<file path="src/hw/muldiv_pkg.sv">
`default_nettype none

package muldiv_pkg;

  //////////////////////////////////////////////////
  // Widths and step counts
  //////////////////////////////////////////////////

  // Operand and result width
  localparam int XLEN = 32;

  // Booth radix-4 retires two multiplier bits per step
  localparam int MUL_STEPS = 16;
  // Non-restoring retires one quotient bit per step
  localparam int DIV_STEPS = 32;

  // Step counter must hold DIV_STEPS
  localparam int STEP_CNT_W = 6;

  // Booth adder, 33-bit extended operand plus 2x headroom
  localparam int MUL_ADD_W = 35;
  // Divider adder, 33-bit partial remainder plus sign
  localparam int DIV_ADD_W = 34;

  typedef logic [XLEN-1:0] xlen_t;

  //////////////////////////////////////////////////
  // Opcodes and sequencer states
  //////////////////////////////////////////////////

  // Top bit set marks the divide class
  typedef enum logic [2:0] {
    OP_MUL    = 3'd0,
    OP_MULH   = 3'd1,
    OP_MULHSU = 3'd2,
    OP_MULHU  = 3'd3,
    OP_DIV    = 3'd4,
    OP_DIVU   = 3'd5,
    OP_REM    = 3'd6,
    OP_REMU   = 3'd7
  } muldiv_op_e;

  typedef enum logic [2:0] {
    ST_IDLE      = 3'd0,
    ST_EXEC      = 3'd1,
    ST_REMD_CHCK = 3'd2,
    ST_QUOT_CORR = 3'd3,
    ST_REMD_CORR = 3'd4
  } muldiv_state_e;

endpackage

`default_nettype wire

</file>
<file path="src/hw/muldiv_step_if.sv">
`timescale 1ns/100ps
`default_nettype none

// Per-cycle step controls shared by sequencer, counter and both datapaths
interface muldiv_step_if;

  // Sequencer phase flags
  logic first;
  logic run;
  logic is_mul;
  logic chck;
  logic quot_corr;
  logic remd_corr;

  // From the step counter
  logic last;

  // From the divider
  logic need_corr;
  logic special;

  modport fsm (output first, run, is_mul, chck, quot_corr, remd_corr,
               input  last, need_corr, special);

  modport cnt (input first, run, is_mul, output last);

  modport div (input  first, run, last, is_mul, chck, quot_corr, remd_corr,
               output need_corr, special);

  modport mul (input first, run, last);

endinterface

`default_nettype wire

</file>
<file path="src/hw/muldiv_fsm.sv">
`timescale 1ns/100ps
`default_nettype none

module muldiv_fsm import muldiv_pkg::*; (
  input  wire         clk,
  input  wire         i_rst_n,
  input  wire         i_valid,
  input  wire         i_ready,
  input  wire         i_is_div,
  output logic        o_valid,
  output logic        o_ready,
  muldiv_step_if.fsm  step
);

  muldiv_state_e state;
  muldiv_state_e state_nxt;

  // Cycle in which the result may be handed out
  logic res_pt;
  logic hsk;

  // Idle only answers a special case that is actually presented
  assign res_pt = ((state == ST_IDLE) & i_valid & step.special)
                | ((state == ST_EXEC) & step.last & ~i_is_div)
                | ((state == ST_REMD_CHCK) & ~step.need_corr)
                | (state == ST_REMD_CORR);

  // Result leaves only while the operation is still presented
  assign o_valid = res_pt & i_valid;
  // Operation is accepted together with its result
  assign o_ready = res_pt & i_ready;
  assign hsk     = o_valid & i_ready;

  //////////////////////////////////////////////////
  // Next state
  //////////////////////////////////////////////////

  always_comb begin
    state_nxt = state;
    case (state)
      ST_IDLE: begin
        // Special cases retire here without leaving idle
        if (i_valid & ~step.special) state_nxt = ST_EXEC;
      end
      ST_EXEC: begin
        if (step.last) begin
          if (i_is_div) state_nxt = ST_REMD_CHCK;
          else if (hsk) state_nxt = ST_IDLE;
        end
      end
      ST_REMD_CHCK: begin
        if (step.need_corr) state_nxt = ST_QUOT_CORR;
        else if (hsk) state_nxt = ST_IDLE;
      end
      // Quotient fix is always followed by the remainder fix
      ST_QUOT_CORR: state_nxt = ST_REMD_CORR;
      ST_REMD_CORR: begin
        if (hsk) state_nxt = ST_IDLE;
      end
      default: state_nxt = ST_IDLE;
    endcase
  end

  always_ff @(posedge clk) begin
    if (!i_rst_n) begin
      state <= ST_IDLE;
    end else begin
      state <= state_nxt;
    end
  end

  // Step controls to counter and datapaths
  assign step.first     = (state == ST_IDLE) & i_valid & ~step.special;
  assign step.run       = (state == ST_EXEC);
  assign step.is_mul    = ~i_is_div;
  assign step.chck      = (state == ST_REMD_CHCK);
  assign step.quot_corr = (state == ST_QUOT_CORR);
  assign step.remd_corr = (state == ST_REMD_CORR);

  //////////////////////////////////////////////////
  // Checks
  //////////////////////////////////////////////////

  a_state_legal: assert property (@(posedge clk) disable iff (!i_rst_n)
    state inside {ST_IDLE, ST_EXEC, ST_REMD_CHCK, ST_QUOT_CORR, ST_REMD_CORR});

  a_valid_needs_op: assert property (@(posedge clk) disable iff (!i_rst_n)
    o_valid |-> i_valid);

  a_quot_then_remd: assert property (@(posedge clk) disable iff (!i_rst_n)
    (state == ST_QUOT_CORR) |=> (state == ST_REMD_CORR));

endmodule

`default_nettype wire

</file>
<file path="src/hw/muldiv_step_counter.sv">
`timescale 1ns/100ps
`default_nettype none

module muldiv_step_counter import muldiv_pkg::*; (
  input  wire         clk,
  input  wire         i_rst_n,
  muldiv_step_if.cnt  step
);

  logic [STEP_CNT_W-1:0] cnt;
  logic [STEP_CNT_W-1:0] cnt_end;

  // Multiply needs half the steps of divide
  assign cnt_end = step.is_mul ? STEP_CNT_W'(MUL_STEPS) : STEP_CNT_W'(DIV_STEPS);

  // Final execute step
  assign step.last = step.run & (cnt == cnt_end);

  always_ff @(posedge clk) begin
    if (!i_rst_n) begin
      cnt <= '0;
    end else if (step.first) begin
      // Load cycle already counts as step 0
      cnt <= STEP_CNT_W'(1);
    end else if (step.run & ~step.last) begin
      cnt <= cnt + 1'b1;
    end
  end

  // Holds at the final step while the result waits
  a_cnt_range: assert property (@(posedge clk) disable iff (!i_rst_n)
    cnt <= STEP_CNT_W'(DIV_STEPS));

endmodule

`default_nettype wire

</file>
<file path="src/hw/booth_mul_path.sv">
`timescale 1ns/100ps
`default_nettype none

module booth_mul_path import muldiv_pkg::*; (
  input  wire         clk,
  input  wire         i_rst_n,
  input  xlen_t       i_rs1,
  input  xlen_t       i_rs2,
  input  wire         i_rs1_signed,
  input  wire         i_rs2_signed,
  input  wire         i_low_half,
  muldiv_step_if.mul  step,
  output xlen_t       o_result
);

  logic                 s1;
  logic                 s2;
  logic [XLEN:0]        prdt_hi;
  logic [XLEN:0]        prdt_lo;
  logic                 prdt_sft1;
  logic [2:0]           booth_code;
  logic                 sel_zero;
  logic                 sel_two;
  logic                 sel_sub;
  logic [MUL_ADD_W-1:0] mcand;
  logic [MUL_ADD_W-1:0] add_op1;
  logic [MUL_ADD_W-1:0] add_op2;
  logic [MUL_ADD_W-1:0] add_res;
  logic                 prdt_ena;

  // Extension bits of both operands
  assign s1 = i_rs1_signed & i_rs1[XLEN-1];
  assign s2 = i_rs2_signed & i_rs2[XLEN-1];

  //////////////////////////////////////////////////
  // Booth radix-4 recode of rs1
  //////////////////////////////////////////////////

  // Last digit takes the extension bit as its top
  assign booth_code = step.first ? {i_rs1[1:0], 1'b0}
                    : step.last  ? {s1, prdt_lo[0], prdt_sft1}
                    :              {prdt_lo[1:0], prdt_sft1};

  // 000 and 111 add nothing, 011 and 100 are the 2x digits
  assign sel_zero = (booth_code == 3'b000) | (booth_code == 3'b111);
  assign sel_two  = (booth_code == 3'b011) | (booth_code == 3'b100);
  assign sel_sub  = booth_code[2];

  assign mcand   = {{(MUL_ADD_W-XLEN){s2}}, i_rs2};
  assign add_op2 = sel_zero ? '0 : sel_two ? (mcand << 1) : mcand;
  // Partial high word, sign extended for the adder
  assign add_op1 = step.first ? '0 : {{(MUL_ADD_W-XLEN-1){prdt_hi[XLEN]}}, prdt_hi};
  assign add_res = sel_sub ? (add_op1 - add_op2) : (add_op1 + add_op2);

  // Hold on the final step so the result stays put
  assign prdt_ena = step.first | (step.run & ~step.last);

  always_ff @(posedge clk) begin
    if (!i_rst_n) begin
      prdt_hi   <= '0;
      prdt_lo   <= '0;
      prdt_sft1 <= 1'b0;
    end else if (prdt_ena) begin
      prdt_hi   <= add_res[MUL_ADD_W-1:2];
      // Two product bits enter on top, multiplier bits drain below
      prdt_lo   <= {add_res[1:0], step.first ? {s1, i_rs1[XLEN-1:2]} : prdt_lo[XLEN:2]};
      prdt_sft1 <= step.first ? i_rs1[1] : prdt_lo[1];
    end
  end

  // High word comes straight from the last adder pass
  assign o_result = i_low_half ? prdt_lo[XLEN:1] : add_res[XLEN-1:0];

endmodule

`default_nettype wire

</file>
<file path="src/hw/nonrestore_div_path.sv">
`timescale 1ns/100ps
`default_nettype none

module nonrestore_div_path import muldiv_pkg::*; (
  input  wire         clk,
  input  wire         i_rst_n,
  input  xlen_t       i_rs1,
  input  xlen_t       i_rs2,
  input  wire         i_signed,
  input  wire         i_want_rem,
  muldiv_step_if.div  step,
  output xlen_t       o_result
);

  logic                 s1;
  logic                 s2;
  logic [DIV_ADD_W-1:0] divisor;
  logic                 quot_0cycl;
  logic [XLEN:0]        remd_r;
  logic [XLEN:0]        quot_r;
  logic                 remd_sft1_r;
  logic                 prev_quot;
  logic                 cur_quot;
  logic [DIV_ADD_W-1:0] add_op1;
  logic [DIV_ADD_W-1:0] add_op2;
  logic                 add_sub;
  logic [DIV_ADD_W-1:0] add_res;
  logic [XLEN:0]        quot_low;
  logic                 remd_inc_quot_dec;
  logic                 div_by_0;
  logic                 div_ovf;
  xlen_t                special_res;
  xlen_t                quot_out;
  xlen_t                remd_out;

  assign s1      = i_signed & i_rs1[XLEN-1];
  assign s2      = i_signed & i_rs2[XLEN-1];
  assign divisor = {s2, s2, i_rs2};

  // First quotient digit is -1 when the signs differ
  assign quot_0cycl = ~(s1 ^ s2);
  assign prev_quot  = step.first ? quot_0cycl : quot_r[0];

  // Lower half of the shifted dividend/quotient pair
  assign quot_low = step.first ? {i_rs1, quot_0cycl} : quot_r;

  // Remainder sign opposite to the divisor means quotient too large
  assign remd_inc_quot_dec = remd_r[XLEN] ^ divisor[DIV_ADD_W-1];

  //////////////////////////////////////////////////
  // Shared adder for step, check and corrections
  //////////////////////////////////////////////////

  always_comb begin
    add_op1 = step.first ? {DIV_ADD_W{s1}} : {remd_sft1_r, remd_r};
    add_op2 = divisor;
    add_sub = prev_quot;
    if (step.chck) begin
      // Remainder plus divisor, zero flags remd == -divisor
      add_op1 = {remd_r[XLEN], remd_r};
      add_sub = 1'b0;
    end else if (step.quot_corr) begin
      add_op1 = {quot_r[XLEN], quot_r};
      add_op2 = DIV_ADD_W'(1);
      add_sub = remd_inc_quot_dec;
    end else if (step.remd_corr) begin
      add_op1 = {remd_r[XLEN], remd_r};
      add_sub = ~remd_inc_quot_dec;
    end
  end

  assign add_res  = add_sub ? (add_op1 - add_op2) : (add_op1 + add_op2);
  assign cur_quot = ~(add_res[DIV_ADD_W-1] ^ divisor[DIV_ADD_W-1]);

  always_ff @(posedge clk) begin
    if (!i_rst_n) begin
      remd_r      <= '0;
      quot_r      <= '0;
      remd_sft1_r <= 1'b0;
    end else begin
      if (step.first | step.run) begin
        // Top adder bit is kept for the next shifted pass
        remd_sft1_r <= add_res[XLEN];
        if (step.last) begin
          // Final pass keeps the unshifted remainder
          remd_r <= add_res[XLEN:0];
          quot_r <= {quot_low[XLEN-1:0], 1'b1};
        end else begin
          remd_r <= {add_res[XLEN-1:0], quot_low[XLEN]};
          quot_r <= {quot_low[XLEN-1:0], cur_quot};
        end
      end else if (step.quot_corr) begin
        quot_r <= add_res[XLEN:0];
      end
    end
  end

  // Check cycle decides whether both corrections are needed
  assign step.need_corr = step.chck & (
      ((remd_r[XLEN] ^ s1) & (|remd_r))
    | (add_res == '0)
    | (remd_r == divisor[XLEN:0]));

  //////////////////////////////////////////////////
  // Special cases, answered from the live operands
  //////////////////////////////////////////////////

  assign div_by_0 = (i_rs2 == '0);
  assign div_ovf  = i_signed & (&i_rs2) & (i_rs1 == {1'b1, {(XLEN-1){1'b0}}});

  assign step.special = ~step.is_mul & (div_by_0 | div_ovf);

  always_comb begin
    if (div_by_0) begin
      special_res = i_want_rem ? i_rs1 : '1;
    end else begin
      special_res = i_want_rem ? '0 : {1'b1, {(XLEN-1){1'b0}}};
    end
  end

  // Remainder fix is not registered, it leaves straight from the adder
  assign quot_out = quot_r[XLEN-1:0];
  assign remd_out = step.remd_corr ? add_res[XLEN-1:0] : remd_r[XLEN-1:0];

  assign o_result = step.special ? special_res : (i_want_rem ? remd_out : quot_out);

endmodule

`default_nettype wire

</file>
<file path="src/hw/muldiv_unit.sv">
`timescale 1ns/100ps
`default_nettype none

module muldiv_unit import muldiv_pkg::*; (
  input  wire         clk,
  input  wire         i_rst_n,
  input  wire         i_valid,
  output logic        o_ready,
  input  muldiv_op_e  i_op,
  input  xlen_t       i_rs1,
  input  xlen_t       i_rs2,
  output logic        o_valid,
  input  wire         i_ready,
  output xlen_t       o_result
);

  logic  op_is_div;
  logic  mul_rs1_signed;
  logic  mul_rs2_signed;
  logic  mul_low_half;
  logic  div_signed;
  logic  div_want_rem;
  xlen_t mul_result;
  xlen_t div_result;

  //////////////////////////////////////////////////
  // Opcode decode
  //////////////////////////////////////////////////

  assign op_is_div = i_op[2];

  // MULHU is the only multiply with unsigned rs1
  assign mul_rs1_signed = (i_op != OP_MULHU);
  // MULHSU and MULHU treat rs2 as unsigned
  assign mul_rs2_signed = (i_op == OP_MUL) | (i_op == OP_MULH);
  assign mul_low_half   = (i_op == OP_MUL);

  assign div_signed   = (i_op == OP_DIV) | (i_op == OP_REM);
  assign div_want_rem = (i_op == OP_REM) | (i_op == OP_REMU);

  muldiv_step_if u_step ();

  muldiv_fsm u_fsm (
    .clk      (clk),
    .i_rst_n  (i_rst_n),
    .i_valid  (i_valid),
    .i_ready  (i_ready),
    .i_is_div (op_is_div),
    .o_valid  (o_valid),
    .o_ready  (o_ready),
    .step     (u_step.fsm)
  );

  muldiv_step_counter u_cnt (
    .clk     (clk),
    .i_rst_n (i_rst_n),
    .step    (u_step.cnt)
  );

  booth_mul_path u_mul (
    .clk          (clk),
    .i_rst_n      (i_rst_n),
    .i_rs1        (i_rs1),
    .i_rs2        (i_rs2),
    .i_rs1_signed (mul_rs1_signed),
    .i_rs2_signed (mul_rs2_signed),
    .i_low_half   (mul_low_half),
    .step         (u_step.mul),
    .o_result     (mul_result)
  );

  nonrestore_div_path u_div (
    .clk        (clk),
    .i_rst_n    (i_rst_n),
    .i_rs1      (i_rs1),
    .i_rs2      (i_rs2),
    .i_signed   (div_signed),
    .i_want_rem (div_want_rem),
    .step       (u_step.div),
    .o_result   (div_result)
  );

  // Special result already folded into the divider output
  assign o_result = op_is_div ? div_result : mul_result;

endmodule

`default_nettype wire

</file>
<file path="config.mk">
export PLATFORM = sky130hd
export DESIGN_NAME = muldiv_unit
export DESIGN_NICKNAME = d
export VERILOG_FILES = /design/src/hw/muldiv_pkg.sv /design/src/hw/muldiv_step_if.sv /design/src/hw/muldiv_fsm.sv /design/src/hw/muldiv_step_counter.sv /design/src/hw/booth_mul_path.sv /design/src/hw/nonrestore_div_path.sv /design/src/hw/muldiv_unit.sv
export SDC_FILE = /design/constraint.sdc
export NUM_CORES = 1
export LEC_CHECK = 0
export BUFFER_PORTS_ARGS = -buffer_cell sky130_fd_sc_hd__buf_2
export CORE_MARGIN = 5
export CORE_UTILIZATION = 35
export CTS_CLUSTER_DIAMETER = 120
export DETAILED_ROUTE_END_ITERATION = 7
export HOLD_SLACK_MARGIN = 0.05
export SYNTH_ARGS = -nofsm -noshare
export SYNTH_HDL_FRONTEND = slang
export SYNTH_HIERARCHICAL = 1
export SYNTH_SLANG_ARGS = --single-unit
</file>
<file path="constraint.sdc">
create_clock -name clk -period 24.9 [get_ports clk]
set_clock_uncertainty 0.2 [all_clocks]
set_input_delay 2.49 -clock clk [delete_from_list [all_inputs] [get_ports clk]]
set_output_delay 2.49 -clock clk [all_outputs]
set_load 0.02 [all_outputs]
</file>
==> results.md, run 1 <==
* Worst-path maximum fanout at 173
* Gate Count Post-Synth at 2301
* Run status: complete, but fails checks
* Worst R2R Start: u_fsm/state[1]
* Post-CTS Resized at 0
* Placed cell area at 0.01747 mm2
* Cell Rows at 79
* Hold Vio Cnt, Final at 0
* Seq. cell area at 0.002863 mm2
* Residual DRC at 0
* Post-cts hold buffer count at 0
* Internal power at 739.9 uW
* I/O pins at 105
* Met1 wire length at 31.67 mm
* Reg2Reg Depth at 27
* Sw power at 687.6 uW
* Sw frac at 0.4817
* Fin Setup TNS at 0 ns
* Area taken by multi-input logic gates at 0.01288 mm2
* Vias in the first global route at 16970
* Gate power share at 0.578
* Clock Pin Slew Worst Setup and Hold Paths at 0.06 ns
* Yosys top cell area share at 0.1724
* Starting density of the core at 0.3552
* CTS Buf Count at 17
* Post-synth EDFFs at 0
* Die Span Y at 227.8 um
* Arr. time, crit path at 12.54 ns
* H-Tree Depth at 4
* Post-DP HPWL at 53.02 mm
* Failing checks: capacitance limit
* Fmax at 65.68 MHz
* Number of fill cells at 4855
* Slew of the pin with the lowest slew margin at 1.451 ns
* Root buffer selected by CTS: clkbuf_16
* Most common cell in the synthesized netlist: nand2_1
* Unrepaired setup endpoints after global routing: false
* Max stage delay on crit path at 0.85 ns
* Worst flop-to-flop path endpoint: u_fsm/state[0]
* Core Region at 0.04675 mm2
* Top Metal Used: met5
* Worst slew margin at 0.02368
* Max-Cap Viols at 1
* CTS tree: built
* First-pass GRT wire length at 106.5 mm
* Post-CTS Setup Bufs at 0
* Routed WL at 71.89 mm
* Initial antenna violation count at 3
* CP most frequent cell: nand2_1
* Most frequent cells after synthesis: 259 x nand2_1, 224 x a21oi_1, 196 x nor2_1
* Yosys cell types at 101
* Startpoint Class: input pin
* Max VDD drop at 0.05081 mV
* Data required, critical path at 22.21 ns
* Die width at 227.8 um
* Tot Pwr at 1.427 mW
* Cells after DPL at 2874
* Max Transition Viols Final at 0
* Register-to-register setup slack at 16.10 ns
* Via density at 6.394
* Largest net degree at the start of global routing at 174
* Tcrit/Tclk final at 0.6115
* Share of layout cells above drive strength 1 at 0.1288
* Minimum clock period after layout at 15.23 ns
* Drt wl/cell at 24.73 um
* Mapped Area at 0.01661 mm2
* # clock sinks at 143
* Setup CP Type: input pin to output port
* Global Route Usage Sum at 0.2588
* Gr ovfl total at 0
* PwrDens at 78.85 mW/mm2
* CP Capture Type: output port
* Static leakage at 7.055 nW
* Largest area contributor in the netlist: dfxtp_1
* Area Growth Syn to Fin at 9.002%
* Clk_lat worst skew at 0.46 ns
* Routability cong. at 0.9983
* First-pass iteration count of the detailed router at 6
* Nets at 2430
* Critical Path End: o_result[27]
* Synth top area cells: dfxtp_1 17%, a21oi_1 6.8%, nand2_1 5.9%, o21ai_0 5.5%, ha_1 5.3%
* Floorplan die area at 0.05191 mm2
* Worst setup path start: i_op[2]
* Slowest cell on crit path: a2111oi_0
* Reg power frac at 0.219
* Met2 wire length at 29.49 mm
* Clock power share at 0.203
* Ys Warns at 6
* Via count at 18590
* Setup-failing EPs final at 0
* Asr flop ratio synth at 0
* Mean area per synthesized cell at 7.218 um2
* Net Count, Synth at 2445
* Buffers added on ports at 104
* Met3 routed WL at 8.399 mm
* Sequential fraction of the synthesis area at 0.1724
* Synth Flop Type: dfxtp_1
* CTS max path bufs at 2
* FF+latch count, synth at 143
* ANT nets after route at 0
* Final Instance Area at 0.01810 mm2
* Initial DRC count at 2365
* Hold Crit Class: flop to flop
* Final Non-Filler Cells at 2907
==> worst min path at each step <==
stage	start	to	slack [ns]	depth (start not counted)
detailed placement	u_mul/prdt_hi[22]	u_mul/prdt_hi[22]	0.26	2
floorplan	u_mul/prdt_hi[14]	u_mul/prdt_hi[14]	0.24	2
finish	u_mul/prdt_hi[15]	u_mul/prdt_hi[15]	0.27	2
CTS	u_mul/prdt_hi[22]	u_mul/prdt_hi[22]	0.27	2
global route	u_mul/prdt_hi[1]	u_mul/prdt_hi[1]	0.30	2
global placement	u_mul/prdt_hi[14]	u_mul/prdt_hi[14]	0.25	2
==> critical path, delay by kind of cell <==
kind | cells | cell delay [ns]
mux | 1 | 0.31
simple gates | 16 | 4.07
buf+inv | 6 | 1.27
compound gates | 11 | 3.18
fa+ha+maj | 2 | 0.66
xor+xnor | 2 | 0.36
==> logic make-up after synthesis <==
group | share of synthesized area
xor gates and xnor gates | 0.07179
DFF | 0.1724
muxes | 0.08279
and+or+nand+nor | 0.2579
AOI/OAI and AO/OA | 0.3026
adders and majority gates | 0.05590
buffers and inverters | 0.05665
==> metrics by stage <==
stage / utilization / setup slack [ns] / hold slack [ns]
after floorplan: - / 12.19 / 0.2358
after global placement: 0.3737 / 10.16 / 0.2481
after detailed placement: 0.3737 / 10.10 / 0.2571
after CTS: 0.3872 / 10.06 / 0.2709
after global routing: 0.3872 / 9.181 / 0.2980
final: 0.3872 / 9.674 / 0.2709
==> state kept, by name, summed over array words and instances, names as in the netlist <==
name and count:
u_div/quot_r 33, u_div/remd_r 33, u_div/remd_sft1_r 1, u_mul/prdt_hi 33, u_fsm/state 3, u_cnt/cnt 6, u_mul/prdt_lo 33, u_mul/prdt_sft1 1
==> layout by cell type, fill, tap and decap left out, types with 33 or more instances in the layout <==
master    synthesis  routed
nor3_1           38      36
inv_1            46      46
a21oi_1         224     223
nor3b_1          35      35
a211oi_1         44      43
dfxtp_1         143     143
and2_1           72      71
buf_4             3      33
xnor2_1          58      58
nor2_1          196     192
mux2i_1          83      83
o21ai_0         184     184
xor2_1           75      75
o221a_2          35      35
nand3_1          40      40
ha_1             71      71
buf_2             6     104
nand2_1         259     259
nor2b_1          49      48
==> power groups by stage <==
stage | clock network (mW) | logic [mW] | registers (mW)
2_1_floorplan | 0 | 0.572 | 0.291
3_3_place_gp | 0 | 0.797 | 0.312
3_5_place_dp | 0 | 0.801 | 0.313
4_1_cts | 0.291 | 0.807 | 0.308
5_1_grt | 0.300 | 0.889 | 0.313
6_report | 0.289 | 0.825 | 0.313
==> routing by layer <==
| layer | up-vias | global-route usage |
|---|---|---|
| met3 | 163 | 0.07553 |
| met1 | 8864 | 0.3674 |
| met4 | 2 | 0.08037 |
| met2 | 1104 | 0.3783 |
| li1 | 8453 | - |
| met5 | - | 0 |
==> cell type report <==
type / count / share of cell area
Sequential cell: 143 / 0.1581
Timing Repair Buffer: 138 / 0.04354
Multi-Input combinational cell: 1937 / 0.7114
Antenna cell: 1 / 0.0001382
Clock buffer: 20 / 0.02467
Clock inverter: 12 / 0.01002
Inverter: 49 / 0.01016
Tap cell: 607 / 0.04195
(Power assumes the default switching activity.)
==> inputs of run 2 (changes only) <==
--- a/config.mk
+++ b/config.mk
@@ -5,6 +5,7 @@
 export SDC_FILE = /design/constraint.sdc
 export NUM_CORES = 1
 export LEC_CHECK = 0
+export ABC_AREA = 1
 export BUFFER_PORTS_ARGS = -buffer_cell sky130_fd_sc_hd__buf_2
 export CORE_MARGIN = 5
 export CORE_UTILIZATION = 35
==> constraint.sdc (replaced) <==
create_clock -name clk -period 15.8 [get_ports clk]
set_clock_uncertainty 0.2 [all_clocks]
set_input_delay 1.58 -clock clk [delete_from_list [all_inputs] [get_ports clk]]
set_output_delay 1.58 -clock clk [all_outputs]
set_load 0.02 [all_outputs]
==> run 2 against run 1 <==
Compared with the run above:
- global-route usage is 2.1 points higher
- sequential share of layout area is 0.67 points lower
- critical path depth is 6 higher
- worst setup slack lost 5.9 ns
- count of clock-buffer cells in the layout shrank 2
- highest routed layer is now met4
- the run now ends clean
- die area up 4.8%
- final area increased by 4.4%
- via count increased by 10%
==> results.md, run 2 <==
* CTS max path bufs at 2
* Fmax at 83.07 MHz
* Slew of the pin with the lowest slew margin at 1.254 ns
* Worst slew margin at 0.1639
* Share of layout cells above drive strength 1 at 0.1030
* Buffers added on ports at 104
* Max Transition Viols Final at 0
* Mean area per synthesized cell at 5.710 um2
* Hold Vio Cnt, Final at 0
* M3 GR Usage at 0.04108
* Yosys cell types at 62
* Largest net degree at the start of global routing at 70
* Slowest cell on crit path: inv_1
* Post-synth EDFFs at 0
* Initial antenna violation count at 1
* Tot Pwr at 4.214 mW
* Ys Warns at 6
* Fin Setup TNS at 0 ns
* Global Route Usage Sum at 0.2794
* Most common cell in the synthesized netlist: nand2_1
* Gr ovfl total at 0
* Die Span Y at 233.3 um
* GR Layer Usage met1 at 0.3626
* Drt wl/cell at 20.88 um
* # clock sinks at 143
* Vias in the first global route at 18410
* Yosys top cell area share at 0.1803
* H-Tree Depth at 4
* CTS Buf Count at 17
* Largest area contributor in the netlist: nand2_1
* Max VDD drop at 0.08897 mV
* Synth top area cells: nand2_1 18%, dfxtp_1 16%, inv_1 12%, o21ai_0 6.1%, ha_1 5.1%
* Data required, critical path at 14.02 ns
* Most common cell after layout, fill and taps aside: nand2_1
* CP Capture Type: output port
* Initial DRC count at 2482
* CTS tree: built
* Die width at 233.3 um
* Synth Flop Type: dfxtp_1
* Residual DRC at 0
* Clk_lat worst skew at 0.47 ns
* Minimum clock period after layout at 12.04 ns
* Post-CTS Resized at 0
* Via density at 5.460
* Static leakage at 9.577 nW
* Most frequent cells after synthesis: 838 x nand2_1, 538 x inv_1, 236 x nor2_1
* Via count at 20480
* ANT nets after route at 0
* Number of fill cells at 5617
* Max stage delay on crit path at 0.90 ns
* Nets at 3218
* Cell Rows at 81
* Setup-failing EPs final at 0
* First-pass GRT wire length at 115.9 mm
* Routed WL at 78.28 mm
* Tcrit/Tclk final at 0.7619
* Hold Crit Class: flop to flop
* Area Growth Syn to Fin at 8.325%
* Routing usage on met2 at 0.4346
* Asr flop ratio synth at 0
* Net Count, Synth at 3200
* Setup CP Type: input pin to output port
* Clock Pin Slew Worst Setup and Hold Paths at 0.06 ns
* Routability cong. at 1.089
* Diode count at 0
* Starting density of the core at 0.3550
* Sequential fraction of the synthesis area at 0.1641
* Startpoint Class: input pin
* Floorplan die area at 0.05442 mm2
* Run status: finished, final reports clean
* Worst-path maximum fanout at 59
* Post-CTS Setup Bufs at 0
* Post-cts hold buffer count at 0
* Unrepaired setup endpoints after global routing: false
* Arr. time, crit path at 10.26 ns
* Gate Count Post-Synth at 3056
* CP most frequent cell: nand2_1
* Mapped Area at 0.01745 mm2
* FF+latch count, synth at 143
* Most crowded layer after global routing: met2
* Max-Cap Viols at 0
* I/O pins at 105
* Root buffer selected by CTS: clkbuf_16
* Most frequent cells in the layout: 838 x nand2_1, 537 x inv_1, 232 x nor2_1
* First-pass iteration count of the detailed router at 7
* Post-DP HPWL at 62.43 mm
* Core Region at 0.04915 mm2
* PwrDens at 223.0 mW/mm2
==> run 2: cells by family (layout without fill, tap and decap cells) <==
group                    Yosys count  in the layout  share of synthesized area
XOR/XNOR                         117            117                    0.05873
multiplexers                       1              1                  0.0005737
AND/OR/NAND/NOR                 1429           1429                     0.3587
buffers and inverters            692            722                     0.1580
adder cells (fa/ha/maj)           73             73                    0.05321
flip-flops                       143            143                     0.1641
AO/OA/AOI/OAI                    601            601                     0.2068
==> run 2: final timing paths <==
kind | startpoint | to | slack, ns | depth (start not counted)
worst max-delay path | i_rs2[1] | o_valid | 3.76 | 44
worst min register to register | u_mul/prdt_hi[32] | u_mul/prdt_hi[32] | 0.29 | 2
worst min-delay path | u_mul/prdt_hi[32] | u_mul/prdt_hi[32] | 0.29 | 2
worst max register to register | u_fsm/state[1] | u_fsm/state[0] | 8.74 | 37
==> run 2: per-layer routing <==
layer | wire length (um) | vias to the layer above
met2 | 33660 | 1083
li1 | - | 9868
met1 | 32360 | 9286
met4 | 6122 | 0
met3 | 6141 | 239
met5 | 0 | -
==> run 2: final cells by class <==
cell class	instances	area, um2	share of cell area
clock buffers	18	429.2	0.02270
clock inverters	13	105.1	0.005560
inverters	567	2137	0.1131
multi-input cells	2221	11870	0.6278
flip-flops and latches	143	2863	0.1515
well taps	664	830.8	0.04395
repair buffers	124	670.6	0.03548
==> run 2: power breakdown <==
group          internal (mW)  total (mW)  switching (mW)
sequential             0.483       0.578          0.0951
combinational          0.965        3.23            2.27
clock                  0.203       0.402           0.199
==> run 2: worst max-delay path, delay by kind of cell <==
family	cells	cell delay, ns
AOI/OAI and AO/OA	2	0.58
adders and majority gates	1	0.50
buffers and inverters	12	2.95
and+or+nand+nor	29	4.58
==> run 2: through the flow <==
| stage | hold slack, ns | util | worst slack [ns] | instances | area, um2 |
|---|---|---|---|---|---|
| 3_5_place_dp | 0.2637 | 0.3737 | 4.094 | 3719 | 18370 |
| 4_1_cts | 0.2730 | 0.3845 | 4.080 | 3750 | 18900 |
| 3_3_place_gp | 0.2576 | 0.3737 | 4.095 | 3719 | 18370 |
| 2_1_floorplan | 0.2453 | - | 7.533 | 3056 | 17450 |
| 6_report | 0.2857 | 0.3845 | 3.762 | 3750 | 18900 |
| 5_1_grt | 0.2988 | 0.3845 | 3.031 | 3750 | 18900 |
